`config.mk`:
```
export PLATFORM = sky130hd
export DESIGN_NAME = mcu_core
export DESIGN_NICKNAME = d
export VERILOG_FILES = /design/src/design/mcu_pkg.sv /design/src/design/mcu_regs.sv /design/src/design/mcu_alu.sv /design/src/design/mcu_pc.sv /design/src/design/mcu_ramctl.sv /design/src/design/mcu_ctrl.sv /design/src/design/mcu_core.sv
export SDC_FILE = /design/constraint.sdc
export NUM_CORES = 1
export LEC_CHECK = 0
export BUFFER_PORTS_ARGS = -buffer_cell sky130_fd_sc_hd__buf_2
export CORE_ASPECT_RATIO = 2
export CORE_MARGIN = 2
export CORE_UTILIZATION = 55
export DETAILED_ROUTE_END_ITERATION = 7
export PLACE_DENSITY = 0.73
export SYNTH_ARGS = -nofsm -noshare
export SYNTH_HDL_FRONTEND = slang
export SYNTH_SLANG_ARGS = --single-unit
```
`constraint.sdc`:
```
create_clock -name clk -period 6.3 [get_ports clk]
set_input_delay 0.63 -clock clk [delete_from_list [all_inputs] [get_ports clk]]
set_output_delay 0.63 -clock clk [all_outputs]
set_load 0.05 [all_outputs]
```
`src/design/mcu_pkg.sv`:
```
/*
 * Shared widths, flag positions and enums for the 16-bit core.
 * Opcodes outside opcode_t execute as NOP. Flags sit in a 4-bit word.
 */

package mcu_pkg;

    localparam int data_w    = 16;
    localparam int addr_w    = 24;
    localparam int reg_cnt   = 8;
    localparam int reg_sel_w = 3;
    localparam int flag_w    = 4;

    // bit positions inside the flag word
    localparam int flag_z = 0;
    localparam int flag_c = 1;
    localparam int flag_s = 2;
    localparam int flag_v = 3;

    // dump addresses 0-15 are register bytes, low byte first
    localparam logic [7:0] dmp_flags_addr = 8'd16;

    typedef enum logic [4:0] {
        op_nop  = 5'd0,
        op_ldi  = 5'd1,
        op_ld   = 5'd2,
        op_add  = 5'd3,
        op_sub  = 5'd4,
        op_and  = 5'd5,
        op_or   = 5'd6,
        op_xor  = 5'd7,
        op_ldm  = 5'd8,
        op_stm  = 5'd9,
        op_jr   = 5'd10,
        op_jrz  = 5'd11,
        op_djnz = 5'd12,
        op_halt = 5'd13
    } opcode_t;

    // alu_mov copies op1, used by LD
    typedef enum logic [2:0] {
        alu_pass = 3'd0,
        alu_add  = 3'd1,
        alu_sub  = 3'd2,
        alu_and  = 3'd3,
        alu_or   = 3'd4,
        alu_xor  = 3'd5,
        alu_dec  = 3'd6,
        alu_mov  = 3'd7
    } alu_op_t;

    typedef enum logic [2:0] {
        st_fetch,
        st_wait_op,
        st_exec,
        st_wait_mem,
        st_halt
    } ctrl_state_t;

endpackage

```
`src/design/mcu_regs.sv`:
```
/*
 * Eight 16-bit registers, two combinational read ports, one write port.
 * Dump port is combinational: 0-15 register bytes, 16 flags, else zero.
 */

`timescale 1ns/10ps

module mcu_regs(
    input                                 rst,
    input                                 clk,
    input                                 cen,

    input        [mcu_pkg::reg_sel_w-1:0] rd_sel,
    input        [mcu_pkg::reg_sel_w-1:0] rs_sel,
    input                                 reg_we,
    input                                 reg_wsrc,
    input        [mcu_pkg::data_w-1:0]    alu_dout,
    input        [mcu_pkg::data_w-1:0]    mem_dout,

    output       [mcu_pkg::data_w-1:0]    rd_out,
    output       [mcu_pkg::data_w-1:0]    rs_out,

    // register dump
    input        [7:0]                    dmp_addr,
    input        [mcu_pkg::flag_w-1:0]    flags,
    output logic [7:0]                    dmp_din
);

import mcu_pkg::*;

logic [data_w-1:0] regs[reg_cnt];
logic [data_w-1:0] dmp_word;

assign rd_out = regs[rd_sel];
assign rs_out = regs[rs_sel];

// reg_wsrc high takes the word from the RAM controller
always_ff @(posedge clk) begin
    if (rst) begin
        for (int i = 0; i < reg_cnt; i++) begin
            regs[i] <= '0;
        end
    end else if (cen && reg_we) begin
        regs[rd_sel] <= reg_wsrc ? mem_dout : alu_dout;
    end
end

// two dump bytes per register
assign dmp_word = regs[dmp_addr[3:1]];

always_comb begin
    dmp_din = 8'h00;
    if (dmp_addr < dmp_flags_addr) begin
        dmp_din = dmp_addr[0] ? dmp_word[15:8] : dmp_word[7:0];
    end else if (dmp_addr == dmp_flags_addr) begin
        dmp_din = {{(8 - flag_w){1'b0}}, flags};
    end
end

endmodule

```
`src/design/mcu_alu.sv`:
```
/*
 * Combinational 16-bit ALU plus the Z/C/S/V flag register.
 * C after subtract is the borrow. Logic ops clear C and V.
 * Flags change only on flag_we, so DJNZ leaves them alone.
 */

`timescale 1ns/10ps

module mcu_alu(
    input                                   rst,
    input                                   clk,
    input                                   cen,

    input        [mcu_pkg::data_w-1:0]      op0,
    input        [mcu_pkg::data_w-1:0]      op1,
    input        [7:0]                      imm8,
    input  mcu_pkg::alu_op_t                alu_op,
    input                                   flag_we,

    output logic [mcu_pkg::data_w-1:0]      alu_dout,
    output                                  alu_zero,
    output logic [mcu_pkg::flag_w-1:0]      flags
);

import mcu_pkg::*;

logic [data_w:0]   sum;
logic [data_w:0]   diff;
logic              carry;
logic              ovf;
logic [flag_w-1:0] flags_nx;

// extra top bit holds carry out / borrow
assign sum  = {1'b0, op0} + {1'b0, op1};
assign diff = {1'b0, op0} - {1'b0, op1};

always_comb begin
    alu_dout = op0;
    carry    = 1'b0;
    ovf      = 1'b0;
    case (alu_op)
        alu_pass: alu_dout = {{(data_w - 8){1'b0}}, imm8};
        alu_mov:  alu_dout = op1;
        alu_add: begin
            alu_dout = sum[data_w-1:0];
            carry    = sum[data_w];
            ovf      = (op0[data_w-1] == op1[data_w-1]) && (sum[data_w-1] != op0[data_w-1]);
        end
        alu_sub: begin
            alu_dout = diff[data_w-1:0];
            carry    = diff[data_w];
            ovf      = (op0[data_w-1] != op1[data_w-1]) && (diff[data_w-1] != op0[data_w-1]);
        end
        alu_and:  alu_dout = op0 & op1;
        alu_or:   alu_dout = op0 | op1;
        alu_xor:  alu_dout = op0 ^ op1;
        alu_dec:  alu_dout = op0 - data_w'(1);
        default:  alu_dout = op0;
    endcase
end

assign alu_zero = alu_dout == '0;

always_comb begin
    flags_nx         = '0;
    flags_nx[flag_z] = alu_zero;
    flags_nx[flag_c] = carry;
    flags_nx[flag_s] = alu_dout[data_w-1];
    flags_nx[flag_v] = ovf;
end

always_ff @(posedge clk) begin
    if (rst) begin
        flags <= '0;
    end else if (cen && flag_we) begin
        flags <= flags_nx;
    end
end

endmodule

```
`src/design/mcu_pc.sv`:
```
/*
 * Byte address of the next fetch, always even.
 * pc_inc and pc_rel are never pulsed together.
 */

`timescale 1ns/10ps

module mcu_pc(
    input                                 rst,
    input                                 clk,
    input                                 cen,

    input                                 pc_inc,
    input                                 pc_rel,
    input        [7:0]                    imm8,

    output logic [mcu_pkg::addr_w-1:0]    pc
);

import mcu_pkg::*;

logic [addr_w-1:0] rel_offset;

// signed word offset scaled to bytes
assign rel_offset = {{(addr_w - 9){imm8[7]}}, imm8, 1'b0};

always_ff @(posedge clk) begin
    if (rst) begin
        pc <= '0;
    end else if (cen) begin
        if (pc_inc) begin
            pc <= pc + addr_w'(2);
        end else if (pc_rel) begin
            pc <= pc + rel_offset;
        end
    end
end

endmodule

```
`src/design/mcu_ramctl.sv`:
```
/*
 * RAM access with fixed latency: request in cycle n, mem_rdy in cycle n+2.
 * External RAM must return read data one enabled cycle after the address.
 * Writes are always full words on an even address.
 */

`timescale 1ns/10ps

module mcu_ramctl(
    input                                 rst,
    input                                 clk,
    input                                 cen,

    input        [mcu_pkg::addr_w-1:0]    pc,
    input        [mcu_pkg::addr_w-1:0]    mem_addr,
    input                                 mem_sel_pc,
    input                                 mem_req,
    input                                 mem_write,
    input        [mcu_pkg::data_w-1:0]    wr_data,

    // RAM interface
    output       [mcu_pkg::addr_w-1:0]    ram_addr,
    input        [mcu_pkg::data_w-1:0]    ram_dout,
    output       [mcu_pkg::data_w-1:0]    ram_din,
    output       [1:0]                    ram_we,

    output logic [mcu_pkg::data_w-1:0]    mem_dout,
    output logic                          mem_rdy
);

import mcu_pkg::*;

logic [addr_w-1:0] req_addr;
logic [addr_w-1:0] addr_hold;
logic              pend;

assign req_addr = mem_sel_pc ? pc : mem_addr;

// address goes out in the request cycle, then stays put
assign ram_addr = mem_req ? req_addr : addr_hold;
assign ram_we   = (mem_req && mem_write) ? 2'b11 : 2'b00;
assign ram_din  = wr_data;

always_ff @(posedge clk) begin
    if (rst) begin
        pend    <= 1'b0;
        mem_rdy <= 1'b0;
    end else if (cen) begin
        pend    <= mem_req;
        mem_rdy <= pend;
    end
end

// RAM data is valid one cycle after the request
always_ff @(posedge clk) begin
    if (cen) begin
        if (mem_req) begin
            addr_hold <= req_addr;
        end
        if (pend) begin
            mem_dout <= ram_dout;
        end
    end
end

endmodule

```
`src/design/mcu_ctrl.sv`:
```
/*
 * Fetch/execute FSM. Every instruction is one word.
 * Only one RAM request is outstanding at a time.
 * HALT is left only through reset.
 */

`timescale 1ns/10ps

module mcu_ctrl(
    input                                 rst,
    input                                 clk,
    input                                 cen,

    // memory
    input        [mcu_pkg::data_w-1:0]    mem_dout,
    input                                 mem_rdy,
    output logic                          mem_req,
    output logic                          mem_sel_pc,
    output logic                          mem_write,

    // program counter
    output logic                          pc_inc,
    output logic                          pc_rel,
    output       [7:0]                    imm8,

    // registers and ALU
    output       [mcu_pkg::reg_sel_w-1:0] rd_sel,
    output       [mcu_pkg::reg_sel_w-1:0] rs_sel,
    output logic                          reg_we,
    output logic                          reg_wsrc,
    output mcu_pkg::alu_op_t              alu_op,
    output logic                          flag_we,
    input                                 alu_zero,
    input        [mcu_pkg::flag_w-1:0]    flags,

    output                                halted
);

import mcu_pkg::*;

ctrl_state_t       state;
ctrl_state_t       st_nx;
logic [data_w-1:0] ir;
opcode_t           op;

// instruction fields
assign op     = opcode_t'(ir[15:11]);
assign rd_sel = ir[10:8];
assign rs_sel = ir[2:0];
assign imm8   = ir[7:0];
assign halted = state == st_halt;

always_comb begin
    st_nx      = state;
    mem_req    = 1'b0;
    mem_sel_pc = 1'b0;
    mem_write  = 1'b0;
    pc_inc     = 1'b0;
    pc_rel     = 1'b0;
    reg_we     = 1'b0;
    reg_wsrc   = 1'b0;
    alu_op     = alu_pass;
    flag_we    = 1'b0;
    case (state)
        st_fetch: begin
            mem_req    = 1'b1;
            mem_sel_pc = 1'b1;
            st_nx      = st_wait_op;
        end
        st_wait_op: begin
            if (mem_rdy) begin
                pc_inc = 1'b1;
                st_nx  = st_exec;
            end
        end
        st_exec: begin
            st_nx = st_fetch;
            case (op)
                op_ldi: begin
                    reg_we = 1'b1;
                    alu_op = alu_pass;
                end
                op_ld: begin
                    reg_we = 1'b1;
                    alu_op = alu_mov;
                end
                op_add, op_sub, op_and, op_or, op_xor: begin
                    reg_we  = 1'b1;
                    flag_we = 1'b1;
                    case (op)
                        op_add:  alu_op = alu_add;
                        op_sub:  alu_op = alu_sub;
                        op_and:  alu_op = alu_and;
                        op_or:   alu_op = alu_or;
                        default: alu_op = alu_xor;
                    endcase
                end
                op_ldm, op_stm: begin
                    mem_req   = 1'b1;
                    mem_write = op == op_stm;
                    st_nx     = st_wait_mem;
                end
                op_jr:   pc_rel = 1'b1;
                op_jrz:  pc_rel = flags[flag_z];
                op_djnz: begin
                    // alu_zero reflects the decremented value
                    reg_we = 1'b1;
                    alu_op = alu_dec;
                    pc_rel = !alu_zero;
                end
                op_halt: st_nx = st_halt;
                default: st_nx = st_fetch;
            endcase
        end
        st_wait_mem: begin
            if (mem_rdy) begin
                reg_we   = op == op_ldm;
                reg_wsrc = 1'b1;
                st_nx    = st_fetch;
            end
        end
        default: st_nx = state;
    endcase
end

always_ff @(posedge clk) begin
    if (rst) begin
        state <= st_fetch;
        ir    <= '0;
    end else if (cen) begin
        state <= st_nx;
        if (state == st_wait_op && mem_rdy) begin
            ir <= mem_dout;
        end
    end
end

endmodule

```
`src/design/mcu_core.sv`:
```
/*
 * 16-bit CPU top level. RAM returns read data one enabled cycle after
 * the address. cen low freezes the whole core. halted rises on HALT.
 */

`timescale 1ns/10ps

module mcu_core(
    input                              rst,
    input                              clk,
    input                              cen,

    output [mcu_pkg::addr_w-1:0]       ram_addr,
    input  [mcu_pkg::data_w-1:0]       ram_dout,
    output [mcu_pkg::data_w-1:0]       ram_din,
    output [1:0]                       ram_we,
    // register dump
    input  [7:0]                       dmp_addr,
    output [7:0]                       dmp_din,

    output                             halted
);

import mcu_pkg::*;

// register bank
logic [reg_sel_w-1:0] rd_sel, rs_sel;
logic [data_w-1:0]    rd_out, rs_out;
logic                 reg_we, reg_wsrc;

// PC control
logic [addr_w-1:0]    pc;
logic                 pc_inc, pc_rel;
logic [7:0]           imm8;

// ALU control
alu_op_t              alu_op;
logic [data_w-1:0]    alu_dout;
logic [flag_w-1:0]    flags;
logic                 flag_we, alu_zero;

// memory controller
logic                 mem_req, mem_sel_pc, mem_write, mem_rdy;
logic [data_w-1:0]    mem_dout;

mcu_ctrl u_ctrl(
    .rst        ( rst           ),
    .clk        ( clk           ),
    .cen        ( cen           ),
    .mem_dout   ( mem_dout      ),
    .mem_rdy    ( mem_rdy       ),
    .mem_req    ( mem_req       ),
    .mem_sel_pc ( mem_sel_pc    ),
    .mem_write  ( mem_write     ),
    .pc_inc     ( pc_inc        ),
    .pc_rel     ( pc_rel        ),
    .imm8       ( imm8          ),
    .rd_sel     ( rd_sel        ),
    .rs_sel     ( rs_sel        ),
    .reg_we     ( reg_we        ),
    .reg_wsrc   ( reg_wsrc      ),
    .alu_op     ( alu_op        ),
    .flag_we    ( flag_we       ),
    .alu_zero   ( alu_zero      ),
    .flags      ( flags         ),
    .halted     ( halted        )
);

mcu_regs u_regs(
    .rst        ( rst           ),
    .clk        ( clk           ),
    .cen        ( cen           ),
    .rd_sel     ( rd_sel        ),
    .rs_sel     ( rs_sel        ),
    .reg_we     ( reg_we        ),
    .reg_wsrc   ( reg_wsrc      ),
    .alu_dout   ( alu_dout      ),
    .mem_dout   ( mem_dout      ),
    .rd_out     ( rd_out        ),
    .rs_out     ( rs_out        ),
    .dmp_addr   ( dmp_addr      ),
    .flags      ( flags         ),
    .dmp_din    ( dmp_din       )
);

mcu_alu u_alu(
    .rst        ( rst           ),
    .clk        ( clk           ),
    .cen        ( cen           ),
    .op0        ( rd_out        ),
    .op1        ( rs_out        ),
    .imm8       ( imm8          ),
    .alu_op     ( alu_op        ),
    .flag_we    ( flag_we       ),
    .alu_dout   ( alu_dout      ),
    .alu_zero   ( alu_zero      ),
    .flags      ( flags         )
);

mcu_pc u_pc(
    .rst        ( rst           ),
    .clk        ( clk           ),
    .cen        ( cen           ),
    .pc_inc     ( pc_inc        ),
    .pc_rel     ( pc_rel        ),
    .imm8       ( imm8          ),
    .pc         ( pc            )
);

// data accesses use rs as a byte address, forced even
mcu_ramctl u_ramctl(
    .rst        ( rst           ),
    .clk        ( clk           ),
    .cen        ( cen           ),
    .pc         ( pc            ),
    .mem_addr   ( {{(addr_w - data_w){1'b0}}, rs_out[data_w-1:1], 1'b0} ),
    .mem_sel_pc ( mem_sel_pc    ),
    .mem_req    ( mem_req       ),
    .mem_write  ( mem_write     ),
    .wr_data    ( rd_out        ),
    .ram_addr   ( ram_addr      ),
    .ram_dout   ( ram_dout      ),
    .ram_din    ( ram_din       ),
    .ram_we     ( ram_we        ),
    .mem_dout   ( mem_dout      ),
    .mem_rdy    ( mem_rdy       )
);

endmodule

```
==> impl_results.md, run 1 <==
* Register cell area after layout at 6130 sq um
* Worst hold path class: primary input to register
* Starting DRC count in detailed routing at 1691
* Fmax at 167 MHz
* Synth top area share at about a third
* Net Switching at between 800 and 900 uW
* Diodes inserted at 0
* Synth area leaders: edfxtp_1 32%, mux4_2 13%, dfxtp_1 6.9%
* Leakage at 6.37 nW
* Cell Area, Synth at 15600 sq um
* Initial antenna violation count at 0
* CTS tree: yes
* Crit start category: register
* Vias at ~13000
* Mapped Cells at 1480
* Flop pwr share at 49.6%
* Count of input and output buffers at 77
* Mux cell area share after synthesis at between 10% and 20%
* CP max FO at 30
* Final period util at 95.3%
* Number of fill cells at 2238
* Detailed Routing Iterations Pass 1 at 6
* Most common cell in the netlist: nor2_1
* Final Non-Filler Cells at between 1500 and 2000
* Area leader, netlist: edfxtp_1
* Clk_lat worst skew at 0.54 ns
* Syn nets at 1588
* Pins over their slew limit at 0
* Drt drc at 0
* Via/cell ratio at 6.87
* Setup TNS at 0 ns
* Post-synth ARST share at 0%
* Nets at between 1500 and 2000
* Post-synth EDFFs at 168
* CP endpoint kind: register
* Status: complete, no violations
* P per Cell Area at 194 nW/um^2
* # rows at 87
* H-Tree Depth at 1
* Reg2Reg Setup Slack at 0.30 ns
* Seq/Total Area, Yosys at 39.4%
* Combinational share of power at between 10% and 20%
* Clk buf depth at 3
* Synth cell count leaders: 225 x nor2_1, 168 x edfxtp_1, 96 x nand2_1
* Hpwl dp at 36700 um
* Starting Density at between 50 and 60%
* DRT antenna net count at 0
* Largest net degree at the start of global routing at 58
* Syn Area/Cell at about 11 sq um
* Max cap viols at 0
* Die X at 123 um
* Power share of the clock group at 37.2%
* Vias in the first global route at between 10000 and 15000
* Remaining Overflow, GRT at 0
* PnR Total Power at 3.34 mW
* Yosys reg bits at 222
* Slew headroom at 11.7%
* Root Buffer: clkbuf_16
* Clock-pin slew on the worst setup and hold paths at 0.06 ns
* Die Footprint at 29700 sq um
* Adder-cell share of the synthesized area at ~6.7%
* I/O pin total at 78
* Gpl congestion at about 1.0
* First-pass GRT wire length at around 77000 um
* Pint at ~2.4 mW
* Distinct cell type count after synthesis at 85
* Total Routing Usage GR at 34.7%
* Worst EP required at 6.69 ns
* Drt total wl at between 50000 and 60000 um
* CP Class: register to register
* Synth Flop Type: edfxtp_1
* Total CTS buffers at 21
* Post-Synth XOR/XNOR Area at 2.31%
* Compound-Gate Fraction of Synth Area at 12.9%
* Largest family of logic cells by synthesized area: multiplexers
* Min-delay src: ram_dout[10]
* Die H at 242 um
* Clock Skew at ~0.019 ns
* RSZ-0062 raised after global routing: false
* CP arrival at 6.39 ns
* Hold buffers post-CTS at 0
* Core Box Area at 28000 sq um
* Net Sw Frac at 26.7%
* Post-Synth Simple-Gate Area at between 10% and 20%
* Final hold viol count at 0
* Clock sink count at 222
* Area of the multi-input gates at 8860 sq um
* Final setup violation count at 0
* Synth warnings at 0
* Min Clock Period, post-route at 6.00 ns
* Maximum vdd drop at 0.231 mV
* Drt wl/cell at ~27 um
* Dpl cells at ~1900
* Worst slew pin tran at between 1 and 1.5 ns
* Worst Hold Slack at 0.264 ns
* Area Growth Syn to Fin at 10.4%
* Share of layout cells above drive strength 1 at about a fifth
==> power groups by stage <==
stage | registers, mW | logic [mW] | clock network [mW]
after global routing | 1.66 | 0.466 | 1.30
after floorplan | 1.66 | 0.303 | 0
after detailed placement | 1.68 | 0.429 | 0
after global placement | 1.68 | 0.424 | 0
final | 1.65 | 0.440 | 1.24
after CTS | 1.65 | 0.431 | 1.25
==> cell usage in the layout (no fill, tap or decap), types with 17 or more instances in the layout <==
master | Yosys | layout
xnor2_1 | 33 | 33
buf_2 | 9 | 77
mux2i_1 | 75 | 75
nand2b_1 | 19 | 19
ha_1 | 78 | 78
mux4_2 | 92 | 92
nand3_1 | 27 | 27
a22oi_1 | 17 | 17
buf_4 | 1 | 61
nand2_1 | 96 | 96
a21oi_1 | 69 | 69
dfxtp_1 | 54 | 52
o21ai_0 | 58 | 58
clkbuf_16 | 0 | 21
nor2_1 | 225 | 225
nor3_1 | 24 | 22
inv_1 | 59 | 59
edfxtp_1 | 168 | 168
nor2b_1 | 25 | 25
==> metal layers <==
layer,global-route usage (%),up-vias,routed length (um)
met4,20.5,0,3800
met3,5.12,179,4210
li1,-,5730,-
met5,0,-,0
met1,45.3,6467,19200
met2,54.1,835,24300
==> layout make-up <==
| cell class | count | share of cell area, % |
|---|---|---|
| Tap cell | 356 | 2.59 |
| Clock inverter | 10 | 0.496 |
| Timing Repair Buffer | 139 | 5.03 |
| Sequential cell | 222 | 35.7 |
| Multi-Input combinational cell | 1109 | 51.6 |
| Clock buffer | 27 | 3.25 |
| Inverter | 60 | 1.31 |
==> state kept, by name, indices dropped and copies added (netlist names), named ones only <==
register / flops
u_ramctl.addr_hold: 24
u_alu.flags: 4
u_ramctl.mem_dout: 16
u_ramctl.pend: 1
u_regs.regs: 128
u_ramctl.mem_rdy: 1
u_ctrl.state: 3
u_pc.pc: 23
u_ctrl.ir: 16
==> timing repair <==
| item | 4_1_cts | 5_1_grt |
|---|---|---|
| resized for setup | 0 | 1 |
| endpoints found under the setup margin | 0 | 23 |
| setup buffers | 0 | 0 |
==> path summary, 6_finish.rpt <==
kind,to,cells after the start
worst min-delay path,u_ramctl.mem_dout[10],1
worst max register to register,u_pc.pc[13],17
worst min register to register,u_ramctl.pend,2
worst max-delay path,u_pc.pc[13],17
==> metrics by stage <==
stage	setup WS, ns	cell area (sq um)	utilization (%)
floorplan	0.861	15600	-
global placement	0.341	16500	59.0
detailed placement	0.166	16500	59.0
CTS	0.136	17200	61.3
global route	0.0276	17200	61.4
finish	0.298	17200	61.4
==> cells by family (layout without fill, tap and decap cells) <==
| family | count (synthesis) | in the layout |
|---|---|---|
| flip-flops | 222 | 222 |
| multiplexers | 182 | 182 |
| buffers and inverters | 150 | 236 |
| AND/OR/NAND/NOR | 510 | 510 |
| AO/OA/AOI/OAI | 294 | 295 |
| adder cells (fa/ha/maj) | 81 | 81 |
| XOR/XNOR | 41 | 41 |
==> worst max-delay path: stages (launching register included) <==
cell,delay [ns]
dfxtp_2,0.87
buf_4,0.33
mux4_2,0.31
mux2_2,0.38
inv_1,0.16
ha_1,0.40
nor3b_1,0.11
a211o_1,0.29
or2_2,0.32
a21boi_0,0.27
o31ai_1,0.17
a221oi_1,0.47
a221oi_1,0.16
o21ai_0,0.47
nor4_4,0.16
o21ai_4,0.60
mux2i_1,0.27
nor2_1,0.06
Note: power is estimated with default switching activity, not from simulation.
==> run 2, diff against run 1 <==
- CORE_MARGIN: 2 -> 4
==> run 2 against run 1 <==
Cell count increased by 0.21%. Setup slack lost 0.074 ns. Non-clock buffer count grew 7. Die area grew 5.0%.
==> impl_results.md, run 2 (synthesis gave the netlist of run 1 again) <==
* Worst r2r path cells at 19
* Final hold viol count at 0
* Root Buffer: clkbuf_16
* Die X at 127 um
* Worst EP required at ~6.7 ns
* Fmax at 165 MHz
* Area Growth Syn to Fin at 10.8%
* CTS tree: yes
* Nets at around 1700
* Final period util at between 90% and 100%
* Share of layout cells above drive strength 1 at 19.8%
* Setup TNS at 0 ns
* H-Tree Depth at 1
* Max cap viols at 0
* Total CTS buffers at 21
* Clock sink count at 222
* Via/cell ratio at roughly 7
* Worst slack at placement at 0.341 ns
* Final setup margin at approximately 0.22 ns
* Clock-pin slew on the worst setup and hold paths at around 0.070 ns
* Top reg by flops: u_regs.regs
* Reg2Reg Setup Slack at 0.22 ns
* DRT antenna net count at 0
* Core Box Area at approximately 28000 sq um
* Die H at 246 um
* Max reg flops at 128
* I/O pin total at 78
* PnR Total Power at 3.43 mW
* RSZ-0062 raised after global routing: false
* Maximum vdd drop at 0.253 mV
* Drt total wl at 55500 um
* Worst Hold Slack at ~0.26 ns
* Worst slew pin tran at around 1.2 ns
* Min Clock Period, post-route at approximately 6.1 ns
* Final Core Density at 62.1%
* Slew headroom at 18.5%
* Hpwl dp at 42100 um
* Starting DRC count in detailed routing at approximately 1200
* Total Routing Usage GR at 35.2%
* Clk buf depth at 3
* Pins over their slew limit at 0
* Gpl congestion at between 1 and 1.5
* Crit path capture: u_pc.pc[9]
* CP arrival at 6.46 ns
* Die Footprint at 31200 sq um
* Worst hold path class: primary input to register
* # rows at 86
* Starting Density at 56.0%
* Drt drc at 0
* Reg-to-Reg End: u_pc.pc[9]
* Vias in the first global route at about 13000
* First-pass GRT wire length at 81600 um
* Largest net degree at the start of global routing at 49
* Clock Skew at approximately 0.029 ns
* Detailed Routing Iterations Pass 1 at 5
* Status: complete, no violations
* Most common cell after layout, fill and taps aside: nor2_1
* Hold buffers post-CTS at 0
* Commonest non-fill, non-tap cells in the layout: 225 x nor2_1, 168 x edfxtp_1, 96 x nand2_1
* Clk_lat worst skew at 0.54 ns
* Diodes inserted at 0
* Largest regs: u_regs.regs x128, u_ramctl.addr_hold x24, u_pc.pc x23
* Drt wl/cell at 28.8 um
* P per Cell Area at just under 200 nW/um^2
* Vias at 13100
* Remaining Overflow, GRT at 0
* CP Class: register to register
* Leakage at 6.41 nW
* CP endpoint kind: register
* Count of input and output buffers at 77
* Final setup violation count at 0
* CP max FO at 28
* Initial antenna violation count at 0
* Crit start category: register
-- run 2: cell types whose count changed in the layout (fill, tap and decap cells not counted), moves of 2 or more --
cell,delta
inv_6,+2
clkinv_2,-4
bufinv_16,+2
clkbuf_1,+2
buf_4,+8
-- run 2: power breakdown --
| group | total, mW | leakage (nW) | internal (mW) | switching, mW |
|---|---|---|---|---|
| Sequential | 1.66 | 2.15 | 1.62 | 0.0390 |
| Combinational | 0.447 | 3.93 | 0.157 | 0.290 |
| Clock | 1.32 | 0.330 | 0.748 | 0.575 |
| Total | 3.43 | 6.41 | 2.52 | 0.904 |
-- run 2: worst min path at each step --
stage | from | slack [ns] | end | depth (start not counted)
floorplan | u_alu.flags[1] | 0.43 | u_alu.flags[1] | 2
global placement | u_ramctl.pend | 0.44 | u_ramctl.pend | 2
detailed placement | u_ramctl.pend | 0.45 | u_ramctl.pend | 2
CTS | ram_dout[6] | 0.26 | u_ramctl.mem_dout[6] | 1
global route | ram_dout[6] | 0.26 | u_ramctl.mem_dout[6] | 1
finish | ram_dout[6] | 0.26 | u_ramctl.mem_dout[6] | 1
-- run 2: repair_timing --
action / in CTS / in global routing
resized for setup: 0 / 0
endpoints found under the hold margin: 0 / 0
buffers inserted: 0 / 0
setup endpoints to repair: 0 / 23
-- run 2: stage by stage --
step	instance area (sq um)	instances
after floorplan	15600	1480
after global placement	16500	1888
after detailed placement	16500	1888
after CTS	17200	1926
after global routing	17200	1927
final	17200	1927
-- run 2: per-layer routing --
metal / routed length, um / track usage [%] / vias to the layer above / share of wire [%]
met4: 6110 / 31.7 / 0 / 11
met2: 29000 / 63.5 / 737 / 52
met5: 0 / 0 / - / 0
li1: - / - / 5750 / -
met3: 4010 / 5.41 / 282 / 7.2
met1: 16400 / 33.6 / 6352 / 30
-- run 2: layout make-up --
| cell class | count | area, sq um |
|---|---|---|
| Clock inverter | 10 | 140 |
| Multi-Input combinational cell | 1109 | 8840 |
| Inverter | 60 | 225 |
| Clock buffer | 28 | 552 |
| Fill cell | 2317 | 10500 |
| Sequential cell | 222 | 6130 |
| Tap cell | 352 | 440 |
| Timing Repair Buffer | 146 | 903 |
-- run 2: worst max-delay path, cell delays in order, from the launching register on --
cell and delay [ns]:
dfxtp_2 0.87, buf_4 0.43, mux2_2 0.37, o22a_1 0.20, o221ai_1 0.13, buf_4 0.21
ha_1 0.29, buf_4 0.21, a21oi_1 0.14, o21ai_0 0.12, a41oi_1 0.48, a211oi_1 0.20
and2_1 0.21, o31a_1 0.30, a2111oi_0 0.37, nand4b_1 0.22, nor4_4 0.43, o21ai_2 0.38
mux2i_1 0.27, nor2_1 0.06
==> run 3, diff against run 2 <==
- CORE_UTILIZATION: 55 -> 45
- PLACE_DENSITY: 0.73 -> unset
==> run 3 against run 2 <==
Largest power group unchanged. Critical endpoint is now u_pc.pc[21]. Largest cell class unchanged. Sequential power hardly changed. Global-route usage is 5.4 points lower. Die area is 21% higher. Combinational power hardly changed. First-iteration DRC count is 7.9% lower. Sequential share of layout area is 0.44 points lower. Design area is 1.2% higher.
==> impl_results.md, run 3 (synthesis gave the netlist of run 1 again) <==
* Cells on Worst Hold Path at 1
* Remaining Overflow, GRT at 0
* H-Tree Depth at 1
* Initial antenna violation count at 1
* Most common cell after layout, fill and taps aside: nor2_1
* P per Cell Area at 203 nW/um^2
* Starting DRC count in detailed routing at around 1100
* Fin area at 17400 sq um
* Root Buffer: clkbuf_16
* Worst hold path class: primary input to register
* Slew headroom at 14.3%
* Nets at 1670
* Starting Density at 45.4%
* Count of input and output buffers at 77
* CP max FO at 26
* Detailed Routing Iterations Pass 1 at 5
* Final Core Density at 51.0%
* Largest regs: u_regs.regs x128, u_ramctl.addr_hold x24, u_pc.pc x23
* Final hold viol count at 0
* Hpwl dp at 44100 um
* Final period util at 93.5%
* Leakage at between 6 and 7 nW
* Die Footprint at roughly 38000 sq um
* RSZ-0062 raised after global routing: false
* Core Box Area at 34200 sq um
* I/O pin total at ~80
* Commonest non-fill, non-tap cells in the layout: 225 x nor2_1, 168 x edfxtp_1, 96 x nand2_1
* Total Routing Usage GR at roughly 30%
* CP Class: register to register
* CTS tree: yes
* Drt wl/cell at roughly 28 um
* Top Family by Delay on Critical Path: compound AO/OA/AOI/OAI gates
* Drt total wl at about 57000 um
* CP endpoint kind: register
* Maximum vdd drop at between 0.2 and 0.25 mV
* Worst r2r path cells at 16
* Worst EP required at around 6.7 ns
* Max cap viols at 0
* Reg2Reg Setup Slack at ~0.41 ns
* Max reg flops at around 130
* Crit start category: register
* Reg-to-Reg End: u_pc.pc[21]
* Clk_lat worst skew at 0.55 ns
* # rows at 96
* Pins over their slew limit at 0
* Post-CTS Setup Bufs at 0
* Clock Skew at 0.0281 ns
* Diodes inserted at 0
* Dpl cells at 1979
* DRT antenna net count at 0
* CP Cell Sequence: buf_12, mux2_2, o22a_1, o221ai_1, inv_1, ha_1, or4_1, o211a_1, o21ai_0, o31a_1, xnor2_1, o21ai_1, nor4_4, o21ai_4, mux2i_1, nor2_1
* Drt drc at 0
* Clk buf depth at 3
* CP bufs+invs at 2
* Gpl congestion at a little over 1
* CP arrival at ~6.3 ns
* Hold Path End: u_ramctl.mem_dout[3]
* Die H at 271 um
* Vias at roughly 13000
* Share of layout cells above drive strength 1 at 20.4%
* Register cell area after layout at 6130 sq um
* CP max stage delay at 0.88 ns
* Min-delay src: ram_dout[3]
* Fmax at 170 MHz
* Area of the multi-input gates at 8830 sq um
* Worst slew pin tran at 1.29 ns
* First-pass GRT wire length at 83800 um
* Setup TNS at 0 ns
* Min Clock Period, post-route at 5.89 ns
* CP max-delay cell: o21ai_4
* Area after DPL at 16700 sq um
* Critical Path Stages at 16
* Status: complete, no violations
* Top reg by flops: u_regs.regs
* Largest net degree at the start of global routing at 49
* Via/cell ratio at 6.39
* Vias in the first global route at 13300
* Area Growth Syn to Fin at 12.2%
* Cts repair resizes at 0
* Die X at 139 um
* Total CTS buffers at 22
* Final setup violation count at 0
* Hold buffers post-CTS at 0
* Number of fill cells at 3148
* Final Non-Filler Cells at 2019
* Clock sink count at 222
* Clock-pin slew on the worst setup and hold paths at roughly 0.07 ns
[run 3: cell count changes in the layout (fill, tap and decap cells not counted), moves of 2 or more]
cell,delta
buf_12,+2
clkbuf_16,+2
inv_6,-2
clkbuf_1,-7
clkinv_2,+5
[run 3: per-stage QoR]
step                      hold WS (ns)  total power [mW]  setup WS, ns
after floorplan                  0.432              1.97         0.861
after global placement           0.443              2.13         0.558
after detailed placement         0.451              2.13         0.440
after CTS                        0.244              3.55         0.427
after global routing             0.240              3.64        0.0551
final                            0.264              3.53         0.410
[run 3: how the worst max path moves through the flow]
| stage | from | end | slack [ns] |
|---|---|---|---|
| CTS | register | u_pc.pc[7] | 0.43 |
| finish | register | u_pc.pc[21] | 0.41 |
| global route | register | u_pc.pc[3] | 0.06 |
| floorplan | register | u_pc.pc[10] | 0.86 |
| detailed placement | register | u_pc.pc[21] | 0.44 |
| global placement | register | u_pc.pc[21] | 0.56 |
[run 3: where the power goes]
group	total [mW]	internal (mW)	leakage, nW	switching [mW]
logic	0.450	0.160	3.94	0.290
registers	1.66	1.62	2.15	0.0390
clock network	1.43	0.807	0.375	0.622
total	3.53	2.58	6.46	0.952
[run 3: area by class of cell]
| type | instances | share of cell area, % |
|---|---|---|
| multi-input combinational | 1108 | 50.6 |
| sequential | 222 | 35.1 |
| timing repair buffer | 148 | 5.41 |
| clock buffer | 24 | 3.38 |
| tap | 441 | 3.16 |
| inverter | 60 | 1.29 |
| clock inverter | 16 | 1.00 |
[run 3: routing by layer]
layer / vias to the layer above / global-route usage, % / wire [um]
met4: 2 / 27.5 / 6590
met3: 233 / 4.17 / 3100
met5: - / 0 / 11
met2: 588 / 54.8 / 30000
met1: 6338 / 27.7 / 17700
li1: 5748 / - / -
